`config.mk`:
```
export PLATFORM = sky130hd
export DESIGN_NAME = rename_table
export DESIGN_NICKNAME = d
export VERILOG_FILES = /design/src/logic/arch_pkg.sv /design/src/logic/phys_pkg.sv /design/src/logic/alloc_if.sv /design/src/logic/free_list.sv /design/src/logic/map_table.sv /design/src/logic/pending_table.sv /design/src/logic/rename_table.sv
export SDC_FILE = /design/constraint.sdc
export NUM_CORES = 1
export LEC_CHECK = 0
export ABC_AREA = 0
export BUFFER_PORTS_ARGS = -buffer_cell sky130_fd_sc_hd__buf_2
export CAP_MARGIN = 30
export CORE_MARGIN = 2
export CORE_UTILIZATION = 54
export CTS_BUF_LIST = sky130_fd_sc_hd__clkbuf_4 sky130_fd_sc_hd__clkbuf_8
export DETAILED_ROUTE_END_ITERATION = 6
export PLACE_DENSITY = 0.71
export SYNTH_ARGS = -nofsm -noshare
export SYNTH_HDL_FRONTEND = slang
export SYNTH_SLANG_ARGS = --single-unit
```
`constraint.sdc`:
```
create_clock -name clk -period 4.2 [get_ports clk]
set_input_delay 0.84 -clock clk [delete_from_list [all_inputs] [get_ports clk]]
set_output_delay 0.84 -clock clk [all_outputs]
set_load 0.05 [all_outputs]
```
`src/logic/arch_pkg.sv`:
```
/*
 * Architectural register facts for the rename stage.
 * Shared by the RTL and the testbench. Import what is needed.
 */

package arch_pkg;

  // ------------------------------------------------------------------------
  // Architectural register file
  // ------------------------------------------------------------------------

  // RISC-V style integer file, no special case for x0
  localparam int num_arch_regs = 32;

  // Index width
  localparam int areg_w = $clog2(num_arch_regs);

  // Destination and source register numbers
  typedef logic [areg_w-1:0] areg_t;

endpackage

```
`src/logic/phys_pkg.sv`:
```
/*
 * Physical register pool limits and the physical index type.
 * The pool size itself is a module parameter and must stay
 * inside the limits given here.
 */

package phys_pkg;

  // ------------------------------------------------------------------------
  // Pool limits
  // ------------------------------------------------------------------------

  // Largest pool the index type can address
  localparam int max_phys_regs = 64;

  // Smallest useful pool, one spare above the architectural set
  localparam int min_phys_regs = 33;

  // ------------------------------------------------------------------------
  // Index type
  // ------------------------------------------------------------------------

  // Sized for the largest pool, smaller pools leave top codes unused
  localparam int preg_w = $clog2(max_phys_regs);

  typedef logic [preg_w-1:0] preg_t;

endpackage

```
`src/logic/alloc_if.sv`:
```
/*
 * One rename allocation, shared by the free list, map table and pending
 * table. en/rdy call handshake, fires on an edge with both high.
 */

`timescale 1ns/10ps

interface alloc_if;

  import arch_pkg::*;
  import phys_pkg::*;

  // Request from the decode side
  logic  en;
  areg_t areg;

  // Free list answer, rdy means the queue is not empty
  logic  rdy;
  preg_t preg;

  // Old mapping of areg, handed back for later commit
  preg_t ppreg;

  modport free_list_mp (input en, output rdy, output preg);

  modport map_mp (input en, input rdy, input areg, input preg, output ppreg);

  // Listener only
  modport pend_mp (input en, input rdy, input preg);

  modport top_mp (output en, output areg, input rdy, input preg, input ppreg);

endinterface

```
`src/logic/free_list.sv`:
```
/*
 * Free physical register queue. Pops the head on an allocation handshake
 * and appends committed registers at the tail. Holds every register
 * above the architectural set after reset, in ascending order.
 */

`timescale 1ns/10ps

module free_list #(
  parameter int p_num_phys_regs = 36
) (
  input  logic           clk,
  input  logic           arst_n,
  alloc_if.free_list_mp  alloc,
  input  logic           commit_val,
  input  phys_pkg::preg_t commit_ppreg
);

  import arch_pkg::*;
  import phys_pkg::*;

  // ------------------------------------------------------------------------
  // Sizing
  // ------------------------------------------------------------------------

  // At most this many registers are unmapped at any time
  localparam int depth = p_num_phys_regs - num_arch_regs;
  localparam int ptr_w = (depth > 1) ? $clog2(depth) : 1;
  localparam int cnt_w = $clog2(depth + 1);

  // Pool size check at elaboration
  if (p_num_phys_regs < min_phys_regs || p_num_phys_regs > max_phys_regs) begin : g_bad_size
    $error("free_list: pool size %0d out of range", p_num_phys_regs);
  end

  // ------------------------------------------------------------------------
  // Storage and pointers
  // ------------------------------------------------------------------------

  preg_t            entries [depth];
  logic [ptr_w-1:0] head;
  logic [ptr_w-1:0] tail;
  logic [cnt_w-1:0] count;

  logic pop;
  logic push;

  // Wrap at depth, which need not be a power of two
  function automatic logic [ptr_w-1:0] bump(input logic [ptr_w-1:0] ptr);
    logic [ptr_w-1:0] nxt;
    if (ptr == ptr_w'(depth - 1)) begin
      nxt = '0;
    end else begin
      nxt = ptr + 1'b1;
    end
    return nxt;
  endfunction

  assign pop  = alloc.en && alloc.rdy;
  assign push = commit_val;

  // Head is offered combinationally
  assign alloc.rdy  = (count != '0);
  assign alloc.preg = entries[head];

  // Reset loads the spare registers, queue starts full
  always_ff @(posedge clk or negedge arst_n) begin
    if (!arst_n) begin
      for (int i = 0; i < depth; i++) begin
        entries[i] <= preg_t'(num_arch_regs + i);
      end
    end else if (push) begin
      entries[tail] <= commit_ppreg;
    end
  end

  always_ff @(posedge clk or negedge arst_n) begin
    if (!arst_n) begin
      head  <= '0;
      tail  <= '0;
      count <= cnt_w'(depth);
    end else begin
      if (pop) begin
        head <= bump(head);
      end
      if (push) begin
        tail <= bump(tail);
      end
      // Push and pop together leave the count alone
      case ({push, pop})
        2'b10:   count <= count + 1'b1;
        2'b01:   count <= count - 1'b1;
        default: count <= count;
      endcase
    end
  end

  // ------------------------------------------------------------------------
  // Checks
  // ------------------------------------------------------------------------

  // Requester waits for rdy, so an empty queue is never asked
  a_no_pop_empty: assert property (@(posedge clk) disable iff (!arst_n)
    alloc.en |-> alloc.rdy)
    else $error("free_list: allocation requested while empty");

  // A full queue means every unmapped register is here already
  a_no_push_full: assert property (@(posedge clk) disable iff (!arst_n)
    push |-> (count < cnt_w'(depth)))
    else $error("free_list: commit into a full queue");

endmodule

```
`src/logic/map_table.sv`:
```
/*
 * Architectural to physical register map. Two combinational lookup
 * ports and one allocation port, written at the handshake edge.
 * Resets to the identity mapping.
 */

`timescale 1ns/10ps

module map_table (
  input  logic            clk,
  input  logic            arst_n,
  alloc_if.map_mp         alloc,
  input  arch_pkg::areg_t lookup0_areg,
  input  arch_pkg::areg_t lookup1_areg,
  output phys_pkg::preg_t lookup0_preg,
  output phys_pkg::preg_t lookup1_preg
);

  import arch_pkg::*;
  import phys_pkg::*;

  // ------------------------------------------------------------------------
  // Map storage
  // ------------------------------------------------------------------------

  preg_t map [num_arch_regs];
  logic  fire;

  assign fire = alloc.en && alloc.rdy;

  // Old mapping goes back with the new one in the same cycle
  assign alloc.ppreg = map[alloc.areg];

  // Lookups see the state of earlier edges only
  assign lookup0_preg = map[lookup0_areg];
  assign lookup1_preg = map[lookup1_areg];

  always_ff @(posedge clk or negedge arst_n) begin
    if (!arst_n) begin
      // Identity map puts areg n in preg n
      for (int i = 0; i < num_arch_regs; i++) begin
        map[i] <= preg_t'(i);
      end
    end else if (fire) begin
      map[alloc.areg] <= alloc.preg;
    end
  end

  // ------------------------------------------------------------------------
  // Checks
  // ------------------------------------------------------------------------

  // Free list must never hand out a register that is still mapped here
  a_fresh_preg: assert property (@(posedge clk) disable iff (!arst_n)
    fire |-> (alloc.preg != alloc.ppreg))
    else $error("map_table: allocated preg %0d equals old mapping", alloc.preg);

endmodule

```
`src/logic/pending_table.sv`:
```
/*
 * One pending bit per physical register. Set when the register is handed
 * out by an allocation, cleared by a completion notification. Two lookup
 * ports read the bits for the registers the map table returns.
 */

`timescale 1ns/10ps

module pending_table #(
  parameter int p_num_phys_regs = 36
) (
  input  logic            clk,
  input  logic            arst_n,
  alloc_if.pend_mp        alloc,
  input  logic            complete_val,
  input  phys_pkg::preg_t complete_preg,
  input  phys_pkg::preg_t lookup0_preg,
  input  phys_pkg::preg_t lookup1_preg,
  output logic            lookup0_pending,
  output logic            lookup1_pending
);

  // ------------------------------------------------------------------------
  // Pending bits
  // ------------------------------------------------------------------------

  logic [p_num_phys_regs-1:0] pend;
  logic                       fire;

  assign fire = alloc.en && alloc.rdy;

  // Zero latency read, completion shows one cycle later
  assign lookup0_pending = pend[lookup0_preg];
  assign lookup1_pending = pend[lookup1_preg];

  always_ff @(posedge clk or negedge arst_n) begin
    if (!arst_n) begin
      pend <= '0;
    end else begin
      // Targets differ in legal traffic, order does not matter
      if (complete_val) begin
        pend[complete_preg] <= 1'b0;
      end
      if (fire) begin
        pend[alloc.preg] <= 1'b1;
      end
    end
  end

  // ------------------------------------------------------------------------
  // Checks
  // ------------------------------------------------------------------------

  // Only an outstanding producer can complete
  a_complete_pending: assert property (@(posedge clk) disable iff (!arst_n)
    complete_val |-> pend[complete_preg])
    else $error("pending_table: completion of idle preg %0d", complete_preg);

  // Registers in the free queue have no producer in flight
  a_free_not_pending: assert property (@(posedge clk) disable iff (!arst_n)
    fire |-> !pend[alloc.preg])
    else $error("pending_table: free preg %0d still pending", alloc.preg);

endmodule

```
`src/logic/rename_table.sv`:
```
/*
 * Register rename stage top level. Joins free list, map table and
 * pending table behind plain ports. Pool size set here and passed down.
 */

`timescale 1ns/10ps

module rename_table #(
  parameter int p_num_phys_regs = 36
) (
  input  logic            clk,
  input  logic            arst_n,

  // Allocation call
  input  logic            alloc_en,
  input  arch_pkg::areg_t alloc_areg,
  output logic            alloc_rdy,
  output phys_pkg::preg_t alloc_preg,
  output phys_pkg::preg_t alloc_ppreg,

  // Lookup ports
  input  logic            lookup0_en,
  input  arch_pkg::areg_t lookup0_areg,
  output phys_pkg::preg_t lookup0_preg,
  output logic            lookup0_pending,
  input  logic            lookup1_en,
  input  arch_pkg::areg_t lookup1_areg,
  output phys_pkg::preg_t lookup1_preg,
  output logic            lookup1_pending,

  // Notifications, no back-pressure
  input  logic            complete_val,
  input  phys_pkg::preg_t complete_preg,
  input  logic            commit_val,
  input  phys_pkg::preg_t commit_ppreg
);

  // ------------------------------------------------------------------------
  // Allocation bundle
  // ------------------------------------------------------------------------

  alloc_if alloc_bus ();

  assign alloc_bus.en   = alloc_en;
  assign alloc_bus.areg = alloc_areg;
  assign alloc_rdy      = alloc_bus.rdy;
  assign alloc_preg     = alloc_bus.preg;
  assign alloc_ppreg    = alloc_bus.ppreg;

  // ------------------------------------------------------------------------
  // Blocks
  // ------------------------------------------------------------------------

  free_list #(
    .p_num_phys_regs (p_num_phys_regs)
  ) free_list0 (
    .clk          (clk),
    .arst_n       (arst_n),
    .alloc        (alloc_bus.free_list_mp),
    .commit_val   (commit_val),
    .commit_ppreg (commit_ppreg)
  );

  map_table map_table0 (
    .clk          (clk),
    .arst_n       (arst_n),
    .alloc        (alloc_bus.map_mp),
    .lookup0_areg (lookup0_areg),
    .lookup1_areg (lookup1_areg),
    .lookup0_preg (lookup0_preg),
    .lookup1_preg (lookup1_preg)
  );

  // Pending bits indexed by the map outputs
  pending_table #(
    .p_num_phys_regs (p_num_phys_regs)
  ) pending_table0 (
    .clk             (clk),
    .arst_n          (arst_n),
    .alloc           (alloc_bus.pend_mp),
    .complete_val    (complete_val),
    .complete_preg   (complete_preg),
    .lookup0_preg    (lookup0_preg),
    .lookup1_preg    (lookup1_preg),
    .lookup0_pending (lookup0_pending),
    .lookup1_pending (lookup1_pending)
  );

  // ------------------------------------------------------------------------
  // Checks
  // ------------------------------------------------------------------------

  // A valid lookup always lands inside the configured pool
  a_lookup0_in_pool: assert property (@(posedge clk) disable iff (!arst_n)
    lookup0_en |-> (lookup0_preg < p_num_phys_regs))
    else $error("rename_table: lookup0 preg %0d outside the pool", lookup0_preg);

  a_lookup1_in_pool: assert property (@(posedge clk) disable iff (!arst_n)
    lookup1_en |-> (lookup1_preg < p_num_phys_regs))
    else $error("rename_table: lookup1 preg %0d outside the pool", lookup1_preg);

endmodule

```
==> results.sh, run 1 <==
export IMPL_critical_path_top_delay_family="multiplexers"
export IMPL_cts_sink_count=259
export IMPL_setup_viol=2
export IMPL_synth_seq_area_share_pct=41.87
export IMPL_dieWidth_um=174.8
export IMPL_synthesis_nets=1142
export IMPL_grt_start_max_net_pins=103
export IMPL_final_hold_viol_count=0
export IMPL_drv_cap=0
export IMPL_hold_path_class="primary input to async pin"
export IMPL_max_slew_margin_pct=33.21
export IMPL_drv_slew=0
export IMPL_grt_first_pass_wirelength_mm=68.90
export IMPL_hold_buffers=0
export IMPL_critPathLaunchType="primary input"
export IMPL_cts_made_buffers=46
export IMPL_timing_fmax_mhz=230.6
export IMPL_path_buf_inv=5
export IMPL_instance_count_of_the_mapped_netlist=1101
export IMPL_drive_gt1_share_pct=61.70
export IMPL_tritoncts="done"
export IMPL_fin_worst_hold_slack_ns=0.2733
export IMPL_nets=1298
export IMPL_place_hpwl_mm=31.40
export IMPL_syn_area_per_cell_um2=14.30
export IMPL_timing_setup_critical_path_class="primary input to primary output"
export IMPL_die_height_um=174.8
export IMPL_synth_edf_count=0
export IMPL_outcome="finished, violations left"
export IMPL_post_dp_cell_area_um2=17260
export IMPL_first_global_vias=11140
export IMPL_latest_clock_arrival_within_the_worst_skew_pair_ns=0.60
export IMPL_critical_path_slowest_cell="sky130_fd_sc_hd__mux4_2"
export IMPL_ffs_latches_synth=259
export IMPL_max_stage_delay_ns=0.54
export IMPL_utilization_pct=65.15
export IMPL_remaining_antenna_violation_count=0
export IMPL_core_area_um2=28700
export IMPL_vias=11140
export IMPL_peakVddDrop_uv=450.1
export IMPL_worst_setup_margin_ns=-0.1363
export IMPL_worst_path_max_fanout=14
export IMPL_boundaryPins=61
export IMPL_place_worst_setup_slack_ns=-0.4205
export IMPL_required_ns=3.36
export IMPL_async_reset_ff_share_pct=100.0
export IMPL_cp_arrival_ns=3.50
export IMPL_final_gp_congestion=0.9524
export IMPL_routedWlPerCell_um=26.75
export IMPL_antenna_found_initial=1
export IMPL_dr_pass1_iters=6
export IMPL_static_leakage_power_nw=7.942
export IMPL_wirelength_mm=44.95
export IMPL_netlist_cell_type_count=50
export IMPL_overflow=0
export IMPL_path_clk_slew_ns=0.06
export IMPL_detail_route_vias_per_cell=6.628
export IMPL_timing_critical_path_cells="buf_16 > buf_12 > buf_4 > mux4_2 > mux4_2 > mux2_4 > nand2b_1 > a31oi_1 > a221oi_1 > buf_4 > nor2_4 > buf_8"
export IMPL_post_route_drc_count=0
export IMPL_violations="negative setup slack"
export IMPL_period_share_pct=103.2
export IMPL_postLayoutCellArea_um2=18700
export IMPL_post_place_cells=1576
export IMPL_rows=62
export IMPL_synth_cell_area_um2=15750
export IMPL_die_area_um2=30540
export IMPL_synthToLayoutAreaGrowth_pct=18.76
export IMPL_final_setup_skew_ns=0.05795
export IMPL_unrepaired_setup_endpoints_after_global_routing="true"
export IMPL_htree_num_levels=2
export IMPL_final_cell_count_no_fill=1680
export IMPL_grtUsageTotal_pct=30.29
export IMPL_max_clock_path_buffers=3
export IMPL_post_route_min_period_ns=4.336
export IMPL_power_per_cell_area_nw_per_um2=757.1
export IMPL_fillerInstances=2118
export IMPL_worstMarginPinSlew_ns=0.9981
export IMPL_initial_core_util_pct=54.86
export IMPL_cts_root_buf="sky130_fd_sc_hd__clkbuf_8"
export IMPL_place_port_buffers=58
export IMPL_drc_violation_total_after_the_first_tritonroute_iteration=1099
export IMPL_synth_warning_count=0
export IMPL_end_kind="primary output"
export IMPL_synth_top_flop_cell="sky130_fd_sc_hd__dfrtp_1"
-- flip-flops by register name (all words and copies together) (netlist names) --
register / flops
free_list0.tail: 2
free_list0.count: 3
free_list0.head: 2
pending_table0.pend: 36
map_table0.map: 192
free_list0.entries: 24
-- cell type report --
type	count	area (um2)	share of cell area (%)
diodes	1	2.502	0.01338
repair buffers	192	1677	8.966
clock buffers	77	953.4	5.099
multi-input cells	741	8845	47.30
clock inverters	9	78.83	0.4215
flip-flops and latches	259	6593	35.26
inverters	17	70.07	0.3747
well taps	384	480.5	2.569
-- cell usage after synthesis, types with 10 or more instances --
library cell | n | area, um2
sky130_fd_sc_hd__buf_1 | 12 | 45.04
sky130_fd_sc_hd__buf_2 | 12 | 60.06
sky130_fd_sc_hd__clkbuf_1 | 46 | 172.7
sky130_fd_sc_hd__dfrtp_1 | 170 | 4254
sky130_fd_sc_hd__dfstp_2 | 89 | 2338
sky130_fd_sc_hd__inv_1 | 15 | 56.30
sky130_fd_sc_hd__mux2_2 | 229 | 2579
sky130_fd_sc_hd__mux2i_1 | 69 | 690.7
sky130_fd_sc_hd__mux4_2 | 171 | 3851
sky130_fd_sc_hd__nand2_1 | 36 | 135.1
sky130_fd_sc_hd__nand2b_1 | 10 | 62.56
sky130_fd_sc_hd__nand3_1 | 12 | 60.06
sky130_fd_sc_hd__nor2_1 | 45 | 168.9
sky130_fd_sc_hd__nor2b_1 | 13 | 81.33
sky130_fd_sc_hd__o21ai_0 | 77 | 385.4
-- worst reg2reg max path: cells and delay by family (launching register included) --
family	cells	cell delay [ns]
muxes	1	0.90
and+or+nand+nor	2	1.03
AOI/OAI and AO/OA	1	0.21
DFF	1	0.63
-- where the power goes --
part | total (mW) | switching (mW) | internal, mW
registers | 5.00 | 1.08 | 3.92
clock network | 2.58 | 1.09 | 1.49
logic | 6.58 | 3.38 | 3.20
total | 14.2 | 5.55 | 8.61
-- kinds of logic after synthesis --
| family | count (synthesis) | share of synthesized area (%) |
|---|---|---|
| adders and majority gates | 7 | 0.6039 |
| xor gates and xnor gates | 3 | 0.1669 |
| AOI/OAI and AO/OA | 113 | 4.140 |
| DFF | 259 | 41.87 |
| and+or+nand+nor | 145 | 4.490 |
| muxes | 473 | 45.72 |
| buffers and inverters | 101 | 3.004 |
-- path summary, 6_finish.rpt --
path	from	endpoint	slack, ns	depth (start not counted)
setup reg to reg	free_list0.head[0]	pending_table0.pend[16]	1.35	4
min in group clk	free_list0.entries[15]	free_list0.entries[15]	0.50	1
hold / removal	arst_n	pending_table0.pend[1]	0.27	1
max in group asynchronous	arst_n	map_table0.map[168]	2.84	2
hold reg to reg	free_list0.entries[15]	free_list0.entries[15]	0.50	1
setup / recovery	lookup1_areg[0]	lookup1_pending	-0.14	12
-- layer usage --
layer | routed length (um) | global-route usage [%]
met1 | 18640 | 44.18
met2 | 20200 | 44.96
met3 | 4414 | 7.093
met4 | 1676 | 10.73
met5 | 13 | 0
-- cells in the final DEF (no fill, tap or decap), types with 12 or more instances in the layout --
cell	synthesis	routed
sky130_fd_sc_hd__mux2i_1	69	63
sky130_fd_sc_hd__buf_4	7	109
sky130_fd_sc_hd__clkbuf_4	0	17
sky130_fd_sc_hd__nand3_1	12	12
sky130_fd_sc_hd__o21ai_0	77	77
sky130_fd_sc_hd__dfrtp_1	170	170
sky130_fd_sc_hd__nor2_1	45	43
sky130_fd_sc_hd__buf_12	0	16
sky130_fd_sc_hd__dfstp_2	89	89
sky130_fd_sc_hd__mux4_2	171	171
sky130_fd_sc_hd__buf_2	12	50
sky130_fd_sc_hd__nand2_1	36	36
sky130_fd_sc_hd__clkbuf_8	0	60
sky130_fd_sc_hd__nor2b_1	13	12
sky130_fd_sc_hd__inv_1	15	14
sky130_fd_sc_hd__mux2_2	229	225
-- what timing repair did --
item / 4_1_cts / 5_1_grt
gates resized for setup: 39 / 11
cloned: 3 / 0
buffers inserted: 8 / 6
pin swaps: 1 / 1
endpoints found under the setup margin: 3 / 2
-- per-stage QoR --
step / power, mW / TNS [ns]
3_3_place_gp: 11.04 / -0.7433
6_report: 14.16 / -0.2163
3_5_place_dp: 11.28 / -0.7982
5_1_grt: 14.86 / -0.3675
2_1_floorplan: 9.203 / -0.2592
4_1_cts: 14.03 / -0.1979
No activity file was read; power rests on OpenSTA's default activity.
==> run 2: changes to the inputs <==
--- a/config.mk
+++ b/config.mk
@@ -5,7 +5,7 @@
 export SDC_FILE = /design/constraint.sdc
 export NUM_CORES = 1
 export LEC_CHECK = 0
-export ABC_AREA = 0
+export ABC_AREA = 1
 export BUFFER_PORTS_ARGS = -buffer_cell sky130_fd_sc_hd__buf_2
 export CAP_MARGIN = 30
 export CORE_MARGIN = 2
==> run 2 against run 1 <==
Net effect:
- the flow now finishes without violations
- maximum frequency rose by 5.9%
- first-iteration DRC count rose by 150%
- sequential power fell by 5.4%
- utilization fell by 3.6 points
- cell count rose by 66%
- clock power rose by 9.7%
- worst setup slack improved by 0.24 ns
- sequential cell count did not move
- hold slack improved by 0.091 ns
- global-route usage rose by 7.3 points
- clock-buffer cell count rose by 4
- routed wire length rose by 33%
- largest cell class unchanged
==> results.sh, run 2 <==
export IMPL_syn_area_per_cell_um2=7.047
export IMPL_worst_setup_path_startpoint="lookup1_areg[0]"
export IMPL_path_clk_slew_ns=0.05
export IMPL_antenna_found_initial=1
export IMPL_instance_count_of_the_mapped_netlist=2333
export IMPL_path_common_cell="sky130_fd_sc_hd__nand3_1"
export IMPL_outcome="completed"
export IMPL_drv_slew=0
export IMPL_remaining_antenna_violation_count=0
export IMPL_grt_first_pass_wirelength_mm=91.98
export IMPL_hold_path_class="primary input to async pin"
export IMPL_synthToLayoutAreaGrowth_pct=11.51
export IMPL_post_route_drc_count=0
export IMPL_internal_power_mw=7.256
export IMPL_unrepaired_setup_endpoints_after_global_routing="false"
export IMPL_first_global_vias=16270
export IMPL_synth_top_flop_cell="sky130_fd_sc_hd__dfrtp_1"
export IMPL_timing_setup_critical_path_class="primary input to primary output"
export IMPL_required_ns=3.36
export IMPL_final_hold_viol_count=0
export IMPL_latest_clock_arrival_within_the_worst_skew_pair_ns=0.59
export IMPL_vias=17370
export IMPL_postLayoutCellArea_um2=18330
export IMPL_dr_pass1_iters=6
export IMPL_grtUsageTotal_pct=37.58
export IMPL_pwr_share_seq_pct=36.0
export IMPL_tritoncts="done"
export IMPL_critical_path_slowest_cell="sky130_fd_sc_hd__buf_2"
export IMPL_static_leakage_power_nw=8.294
export IMPL_cts_made_buffers=48
export IMPL_grt_start_max_net_pins=118
export IMPL_peakVddDrop_uv=435.7
export IMPL_wirelength_mm=59.70
export IMPL_netlist_cell_type_count=43
export IMPL_initial_core_util_pct=55.18
export IMPL_timing_critical_path_cells="buf_2 > inv_4 > buf_12 > buf_4 > o21ai_0 > o211ai_1 > nand3_1 > nand2_1 > nand2_1 > nand2_2 > inv_2 > nand3_1 > nand3_1 > nand3_1 > nand3_1 > nand2_1 > buf_2"
export IMPL_setup_viol=0
export IMPL_netlist_area_leader_share_pct=25.88
export IMPL_post_cts_setup_buffers=0
export IMPL_timing_fmax_mhz=244.3
export IMPL_htree_num_levels=2
export IMPL_synth_warning_count=0
export IMPL_r2r_start="free_list0.head[0]"
export IMPL_post_place_cells=2697
export IMPL_dieWidth_um=178.5
export IMPL_place_port_buffers=58
export IMPL_detail_route_vias_per_cell=6.231
export IMPL_overflow=0
export IMPL_post_route_min_period_ns=4.094
export IMPL_p_comb_share_pct=42.5
export IMPL_synth_top_cells_by_area="sky130_fd_sc_hd__dfrtp_1 26%, sky130_fd_sc_hd__dfstp_2 14%, sky130_fd_sc_hd__o21ai_0 13%, sky130_fd_sc_hd__nand2_1 12%, sky130_fd_sc_hd__nand3_1 7.5%"
export IMPL_cts_root_buf="sky130_fd_sc_hd__clkbuf_8"
export IMPL_cts_sink_count=259
export IMPL_largest_register="map_table0.map"
export IMPL_largest_register_ff_count=192
export IMPL_worst_setup_margin_ns=0.1060
export IMPL_max_stage_delay_ns=0.26
export IMPL_critPathLaunchType="primary input"
export IMPL_synthesis_nets=2374
export IMPL_utilization_pct=61.53
export IMPL_synth_edf_count=0
export IMPL_worstMarginPinSlew_ns=1.060
export IMPL_end_kind="primary output"
export IMPL_boundaryPins=61
export IMPL_final_setup_skew_ns=0.01407
export IMPL_fin_worst_hold_slack_ns=0.3647
export IMPL_final_setup_tns_ns=0
export IMPL_period_share_pct=97.48
export IMPL_core_area_um2=29800
export IMPL_worst_path_max_fanout=33
export IMPL_rows=63
export IMPL_power_per_cell_area_nw_per_um2=716.9
export IMPL_most_common_library_cell_in_the_layout_ignoring_fill_and_taps="sky130_fd_sc_hd__nand2_1"
export IMPL_die_height_um=178.5
export IMPL_drive_gt1_share_pct=14.64
export IMPL_p_clk_share_pct=21.5
export IMPL_nets=2399
export IMPL_final_cell_count_no_fill=2788
export IMPL_cts_repair_resized=0
export IMPL_net_switching_power_mw=5.888
export IMPL_reg_top3="map_table0.map: 192 flops, pending_table0.pend: 36 flops, free_list0.entries: 24 flops"
export IMPL_most_frequent_cells_in_the_layout="508 x sky130_fd_sc_hd__nand2_1, 414 x sky130_fd_sc_hd__o21ai_0, 268 x sky130_fd_sc_hd__inv_1"
export IMPL_synth_top_cell_by_area="sky130_fd_sc_hd__dfrtp_1"
export IMPL_power_switching_share_pct=44.80
export IMPL_antenna_cells=0
export IMPL_critical_path_top_delay_family="buffers and inverters"
export IMPL_post_synth_top_count_cell="sky130_fd_sc_hd__nand2_1"
export IMPL_routedWlPerCell_um=21.41
export IMPL_place_hpwl_mm=40.45
export IMPL_report_power_total_mw=13.14
export IMPL_drc_violation_total_after_the_first_tritonroute_iteration=2708
export IMPL_die_area_um2=31860
export IMPL_synth_cells_most_frequent="510 x sky130_fd_sc_hd__nand2_1, 415 x sky130_fd_sc_hd__o21ai_0, 268 x sky130_fd_sc_hd__inv_1"
export IMPL_final_gp_congestion=0.9678
export IMPL_max_slew_margin_pct=29.08
export IMPL_hold_buffers=0
export IMPL_synth_seq_area_share_pct=40.10
export IMPL_post_dp_cell_area_um2=17170
export IMPL_place_worst_setup_slack_ns=0.1896
export IMPL_drv_cap=0
export IMPL_synth_cell_area_um2=16440
export IMPL_ffs_latches_synth=259
export IMPL_max_clock_path_buffers=3
export IMPL_cp_arrival_ns=3.25
export IMPL_async_reset_ff_share_pct=100.0
export IMPL_path_buf_inv=6
==> run 2: cell types whose count changed in the layout (fill, tap and decap cells not counted), sizes merged, moves of 145 or more <==
cell and change:
mux4 -171, mux2 -230, inv +259, nand2 +483, a21oi +145, nand3 +241
o21ai +359
==> run 2: kinds of logic (layout without fill, tap and decap cells) <==
group                    count (synthesis)  after routing  synth area share (%)
AO/OA/AOI/OAI                          728            728                 24.23
AND/OR/NAND/NOR                        901            901                 23.31
buffers and inverters                  436            501                 11.67
flip-flops                             259            259                 40.10
adder cells (fa/ha/maj)                  7              7                0.5784
XOR/XNOR                                 2              2                0.1066
==> run 2: final cells by class <==
class | instances | area [um2]
Tap cell | 390 | 488.0
Inverter | 277 | 1045
Sequential cell | 259 | 6593
Timing Repair Buffer | 134 | 1109
Fill cell | 2748 | 11460
Clock inverter | 9 | 132.6
Clock buffer | 81 | 996.0
Multi-Input combinational cell | 1638 | 7971
==> run 2: path summary, 6_finish.rpt <==
| path | end | slack, ns | cells past startpoint |
|---|---|---|---|
| setup / recovery | lookup1_pending | 0.11 | 17 |
| hold / removal | map_table0.map[35] | 0.36 | 1 |
| setup reg to reg | pending_table0.pend[4] | 1.16 | 8 |
| hold reg to reg | free_list0.count[0] | 0.48 | 1 |
| max in group asynchronous | map_table0.map[58] | 2.78 | 2 |
| min in group clk | free_list0.count[0] | 0.48 | 1 |
==> run 2: power groups by stage <==
| stage | clock (mW) | sequential [mW] | combinational, mW |
|---|---|---|---|
| 4_1_cts | 2.85 | 4.71 | 5.43 |
| 6_report | 2.83 | 4.73 | 5.58 |
| 2_1_floorplan | 0 | 4.51 | 3.83 |
| 3_3_place_gp | 0 | 4.68 | 5.28 |
| 5_1_grt | 2.97 | 4.87 | 6.12 |
| 3_5_place_dp | 0 | 4.73 | 5.41 |
==> run 2: per-layer routing <==
layer  global-route usage (%)  part of all wire (%)
met1                    53.33                    41
met2                    52.43                    41
met3                    10.34                    14
met4                    18.63                   4.8
met5                        0                 0.018
